## src/source/soc_cfg.svh

```systemverilog
/* Bus widths, memory depth and region map of the SoC.
   Regions are decoded on the address bits above SOC_REGION_SHIFT, so
   memory aliases inside its own 64 KB region. */
`ifndef SOC_CFG_SVH
`define SOC_CFG_SVH

// Bus widths
`define SOC_ADDR_W 32
`define SOC_DATA_W 32

// Main memory depth in words
`define SOC_MEM_WORDS 1024

// Region map
`define SOC_MEM_BASE 32'h0000_0000
`define SOC_DMA_BASE 32'h0001_0000
`define SOC_REGION_SHIFT 16

`endif
```

## src/source/soc_map_pkg.sv

```systemverilog
/* Slave selection and the DMA register layout.
   Register offsets are decoded from addr[3:2] only. */
`default_nettype none
`include "soc_cfg.svh"

package soc_map_pkg;

  typedef enum logic [1:0] {
    MEM      = 2'd0,
    DMA_REGS = 2'd1,
    NONE     = 2'd2
  } slave_sel_e;

  // DMA register offsets, word index
  typedef enum logic [1:0] {
    SRC  = 2'd0,
    DST  = 2'd1,
    LEN  = 2'd2,
    CTRL = 2'd3
  } dma_reg_e;

  typedef struct packed {
    logic [`SOC_DATA_W-3:0] rsvd;
    logic                   done;
    logic                   busy;
  } dma_status_t;

endpackage

`default_nettype wire

```

## src/source/wb_pkg.sv

```systemverilog
/* Request and response types of the shared Wishbone-style bus.
   A master holds every request field until it sees ack. */
`default_nettype none
`include "soc_cfg.svh"

package wb_pkg;

  // One bus request, driven by a master
  typedef struct packed {
    logic                      cyc;
    logic                      we;
    logic [`SOC_DATA_W/8-1:0]  strb;
    logic [`SOC_ADDR_W-1:0]    addr;
    logic [`SOC_DATA_W-1:0]    wdata;
  } wb_req_t;

  // One bus response, ack lasts a single cycle
  typedef struct packed {
    logic                      ack;
    logic [`SOC_DATA_W-1:0]    rdata;
  } wb_rsp_t;

  typedef enum logic {
    HOST = 1'b0,
    DMA  = 1'b1
  } master_id_e;

endpackage

`default_nettype wire

```

## src/source/wb_interconnect.sv

```systemverilog
/* Two-master shared bus with round-robin arbitration.
   A grant is locked from the first cyc cycle until ack. The DMA master
   sees its own register region as unmapped. */
`timescale 1ns/1ps
`default_nettype none
`include "soc_cfg.svh"

module wb_interconnect
  import wb_pkg::*;
  import soc_map_pkg::*;
(
  input  logic    clk,
  input  logic    reset_i,
  input  wb_req_t host_req_i,
  output wb_rsp_t host_rsp_o,
  input  wb_req_t dma_req_i,
  output wb_rsp_t dma_rsp_o,
  output wb_req_t mem_req_o,
  input  wb_rsp_t mem_rsp_i,
  output wb_req_t regs_req_o,
  input  wb_rsp_t regs_rsp_i
);

  localparam int REGION_W = `SOC_ADDR_W - `SOC_REGION_SHIFT;
  localparam logic [REGION_W-1:0] MEM_REGION = REGION_W'(`SOC_MEM_BASE >> `SOC_REGION_SHIFT);
  localparam logic [REGION_W-1:0] DMA_REGION = REGION_W'(`SOC_DMA_BASE >> `SOC_REGION_SHIFT);

  logic                locked_q;
  master_id_e          grant_q;
  master_id_e          pick;
  master_id_e          gnt;
  wb_req_t             gnt_req;
  wb_rsp_t             sel_rsp;
  slave_sel_e          sel;
  logic [REGION_W-1:0] region;
  logic                unm_ack_q;

  ////////////////////////////////////////
  // Arbitration
  ////////////////////////////////////////

  // On a tie the last granted master loses
  always_comb begin
    if (host_req_i.cyc && dma_req_i.cyc) begin
      if (grant_q == HOST) begin
        pick = DMA;
      end else begin
        pick = HOST;
      end
    end else if (dma_req_i.cyc) begin
      pick = DMA;
    end else begin
      pick = HOST;
    end
  end

  assign gnt     = locked_q ? grant_q : pick;
  assign gnt_req = (gnt == HOST) ? host_req_i : dma_req_i;

  always_ff @(posedge clk) begin
    if (reset_i) begin
      locked_q  <= 1'b0;
      grant_q   <= HOST;
      unm_ack_q <= 1'b0;
    end else begin
      unm_ack_q <= gnt_req.cyc && (sel == NONE) && !unm_ack_q;
      if (!locked_q && gnt_req.cyc) begin
        locked_q <= 1'b1;
        grant_q  <= pick;
      end else if (locked_q && sel_rsp.ack) begin
        locked_q <= 1'b0;
      end
    end
  end

  ////////////////////////////////////////
  // Decode and routing
  ////////////////////////////////////////

  assign region = gnt_req.addr[`SOC_ADDR_W-1:`SOC_REGION_SHIFT];

  always_comb begin
    if (region == MEM_REGION) begin
      sel = MEM;
    end else if (region == DMA_REGION && gnt == HOST) begin
      sel = DMA_REGS;
    end else begin
      sel = NONE;
    end
  end

  always_comb begin
    mem_req_o      = gnt_req;
    mem_req_o.cyc  = gnt_req.cyc && (sel == MEM);
    regs_req_o     = gnt_req;
    regs_req_o.cyc = gnt_req.cyc && (sel == DMA_REGS);
  end

  // Unmapped responder reads zero
  always_comb begin
    case (sel)
      MEM:      sel_rsp = mem_rsp_i;
      DMA_REGS: sel_rsp = regs_rsp_i;
      default:  sel_rsp = '{ack: unm_ack_q, rdata: '0};
    endcase
  end

  always_comb begin
    host_rsp_o = '0;
    dma_rsp_o  = '0;
    if (gnt == HOST) begin
      host_rsp_o = sel_rsp;
    end else begin
      dma_rsp_o = sel_rsp;
    end
  end

  // Grant stays put while the owner waits for ack
  a_grant_held: assert property (
    @(posedge clk) disable iff (reset_i)
      (gnt_req.cyc && !sel_rsp.ack) |=> (gnt == $past(gnt))
  );

endmodule

`default_nettype wire

```

## config.mk

```make
export PLATFORM = sky130hd
export DESIGN_NAME = wb_interconnect
export DESIGN_NICKNAME = d
export VERILOG_FILES = /design/src/source/soc_map_pkg.sv /design/src/source/wb_pkg.sv /design/src/source/wb_interconnect.sv
export VERILOG_INCLUDE_DIRS = /design/src /design/src/source
export SDC_FILE = /design/constraint.sdc
export NUM_CORES = 1
export LEC_CHECK = 0
export BUFFER_PORTS_ARGS = -buffer_cell sky130_fd_sc_hd__buf_2
export CAP_MARGIN = 20
export CORE_AREA = 5 5 160 162
export CTS_CLUSTER_SIZE = 40
export DETAILED_ROUTE_END_ITERATION = 12
export DIE_AREA = 0 0 165 167
export SYNTH_ARGS = -nofsm -noshare
export SYNTH_HDL_FRONTEND = slang
export SYNTH_SLANG_ARGS = --single-unit
```

## constraint.sdc

```tcl
create_clock -name clk -period 2.6 [get_ports clk]
set_input_delay 0.26 -clock clk [delete_from_list [all_inputs] [get_ports clk]]
set_output_delay 0.26 -clock clk [all_outputs]
set_load 0.01 [all_outputs]
```

==> summary.txt <==
Run status
  • Outcome: complete, but fails checks
  • Failing checks: negative setup slack

Synthesis
  • Post-Syn Instances: 424
  • #FFs+latches synth: 3
  • Cell taking the most area after synthesis: nand2_1
  • Synth unique cells: 35
  • Post-synth EDFFs: 0
  • Syn avg cell area: 6.159 um2
  • Post-synth top cells: nand2_1, buf_4, a32o_1, and2_1, clkbuf_1
  • Most common cell in the synthesized netlist: nand2_1
  • Yosys Warn Count: 0
  • Area contributors post-synth: nand2_1, buf_4, a32o_1
  • Asr flop ratio synth: 0%
  • Synth top area share: 25.87%
  • Seq/Total Area, Yosys: 2.300%
  • Ys flop type: dfxtp_1
  • Post-Syn Nets: 632
  • Mapped Area: 2611 um2

Min path
  • Hold Path Class: in -> reg

Routing
  • WL final: 17340 um
  • Vias: 4335
  • Initial drt markers: 211
  • Post-route ant nets: 0
  • DRC: 0
  • 1st-pass router iterations: 4
  • Post-DR wirelength/cell: 15.69 um
  • DR vias/cell: 3.923

Clock tree
  • TritonCTS buffer count: 3
  • Clk Tree Root Cell: clkbuf_16
  • Sink Count: 3
  • Clock buffer depth: 2
  • Skew-Pair Late Insertion Delay: 0.22 ns
  • # H-tree levels: 1
  • Clk slew on worst S/H paths: 0.03 ns
  • CTS tree: done
  • Cts hold-fix bufs: 0

Worst setup path
  • Critical Path RT: 2.34 ns
  • Reg2reg start: grant_q
  • Capture point of the worst path: host_rsp_o[18]
  • Worst setup startpoint: grant_q
  • Worst reg-to-reg setup slack: 0.11 ns
  • WP data arrival: 2.79 ns
  • Setup crit end kind: primary output
  • Critical Path Source Type: flop
  • R2R cell count: 12
  • Worst-path maximum fanout: 16
  • Worst reg2reg path endpoint: locked_q
  • CP Class: reg -> out

Finish
  • Fraction of layout instances using a drive strength above 1: 69.65%
  • Diodes inserted: 0
  • Synthesis-to-finish area growth: 111.1%
  • Final net count: 990
  • Fillers: 2699
  • Final Cell Area: 5512 um2

Placed design
  • Buffers on Ports: 413
  • Placer Congestion: 0.9195
  • DP Area: 4747 um2
  • DP HPWL: 13600 um

Global route
  • Largest net degree at the start of global routing: 91
  • Initial antenna violation count: 1
  • Vias in the first global route: 4454
  • Gr usage total: 10.91%
  • Gr ovfl total: 0
  • Global-route wire length before repair: 23960 um

Floorplanning
  • Row cnt: 57
  • Die ar.: 27560 um2
  • Die X: 165 um
  • Die Y: 167 um
  • Ports: 414
  • Starting Density: 10.90%
  • Core footprint: 23960 um2

STA
  • Headroom to the max-slew limit: 33.13%
  • RSZ-0062 raised after global routing: yes
  • Worst Skew: 0.002113 ns
  • Max-slew violation count: 0
  • Worst slew pin tran: 1.003 ns
  • F_max: 0.3274 GHz
  • Final worst path period need: 3.054 ns
  • Final hold violation count: 0
  • Final worst-path cycle share: 117.5%
  • Final Setup Violations: 68
  • PnR worst setup slack: -0.4545 ns

Pwr
  • Psw: 0.8499 mW
  • Logic pwr share: 81.7%
  • Design Power: 1.677 mW
  • Seq pwr share: 3.7%
  • Power Dens Cells: 304.3 nW/um2
  • Static leakage: 3.264 nW
  • Switch share: 50.67%
  • Peak supply drop: 0.0001765 V
  • Pint: 0.8274 mW
  • Clock share of power: 14.6%

Job
  • Max-Cap Viols: 0
[logic make-up after synthesis]
kind of cell           synth area share, %
AO/OA/AOI/OAI                        18.64
flip-flops                           2.300
multiplexers                         13.27
AND/OR/NAND/NOR                      39.15
buffers and inverters                26.64
[repair_timing]
action	4_1_cts	5_1_grt
resized for setup	77	9
setup buffers	8	1
pin swaps	6	1
gates cloned	2	4
setup endpoints to repair	68	90
[power by group through the flow]
stage               Clock (mW)  Sequential [mW]  Combinational [mW]
global placement             0           0.0611                1.34
finish                   0.245           0.0628                1.37
floorplan                    0           0.0583               0.879
CTS                      0.245           0.0621                1.37
detailed placement           0           0.0609                1.34
global route             0.254           0.0630                1.50
[metrics by stage]
step | instances | util, % | hold slack, ns | setup WS (ns) | setup TNS, ns
after floorplan | 424 | - | 0.3291 | -0.05871 | -2.342
after global placement | 1086 | 19.81 | 0.4825 | -0.3235 | -15.66
after detailed placement | 1086 | 19.81 | 0.4844 | -0.3022 | -14.73
after CTS | 1100 | 22.45 | 0.2719 | -0.4676 | -27.03
after global routing | 1105 | 23.00 | 0.2930 | -0.6220 | -39.10
final | 1105 | 23.00 | 0.2833 | -0.4545 | -27.55
[area by class of cell]
| type | count | area (um2) | share of cell area, % |
|---|---|---|---|
| multi-input cells | 320 | 2028 | 36.80 |
| clock buffers | 4 | 78.83 | 1.430 |
| well taps | 324 | 405.4 | 7.355 |
| flip-flops and latches | 3 | 63.81 | 1.158 |
| repair buffers | 454 | 2935 | 53.26 |
[metal layers]
layer	vias up	routed length [um]	GRT usage, %
li1	2080	-	-
met1	1924	6066	11.07
met2	299	9001	21.47
met3	30	1600	2.101
met4	2	653	4.087
met5	-	13	0
[registers in the layout, indices dropped and copies added (netlist names)]
name       cells
grant_q        1
unm_ack_q      1
locked_q       1
[how the worst min path moves through the flow]
stage | from | end | slack, ns | cells after the start
global placement | unm_ack_q | unm_ack_q | 0.48 | 1
floorplan | reset_i | grant_q | 0.33 | 1
global route | reset_i | unm_ack_q | 0.29 | 2
detailed placement | unm_ack_q | unm_ack_q | 0.48 | 1
CTS | reset_i | grant_q | 0.27 | 2
finish | reset_i | unm_ack_q | 0.28 | 2
[cells in the final DEF (no fill, tap or decap), types with 5 or more instances in the layout]
cell type / netlist / layout
mux2i_1: 14 / 14
buf_6: 6 / 68
buf_4: 70 / 25
mux2_2: 14 / 14
nand2_1: 180 / 180
buf_2: 7 / 351
a32o_2: 0 / 30
and2_4: 0 / 30
o21ai_0: 15 / 9
nor2_1: 5 / 5
clkbuf_16: 0 / 6
o21ai_1: 0 / 5
[worst max-delay path, stage by stage (launching register included)]
cell and delay (ns):
dfxtp_4 0.37, buf_4 0.17, mux2_2 0.34, nand2_1 0.06
o21ai_0 0.12, nor4_1 0.33, nand4_1 0.15, buf_6 0.15
nor4b_4 0.29, buf_4 0.19, buf_16 0.15, a32o_2 0.15
buf_6 0.11
No activity file was read; power rests on OpenSTA's default activity.
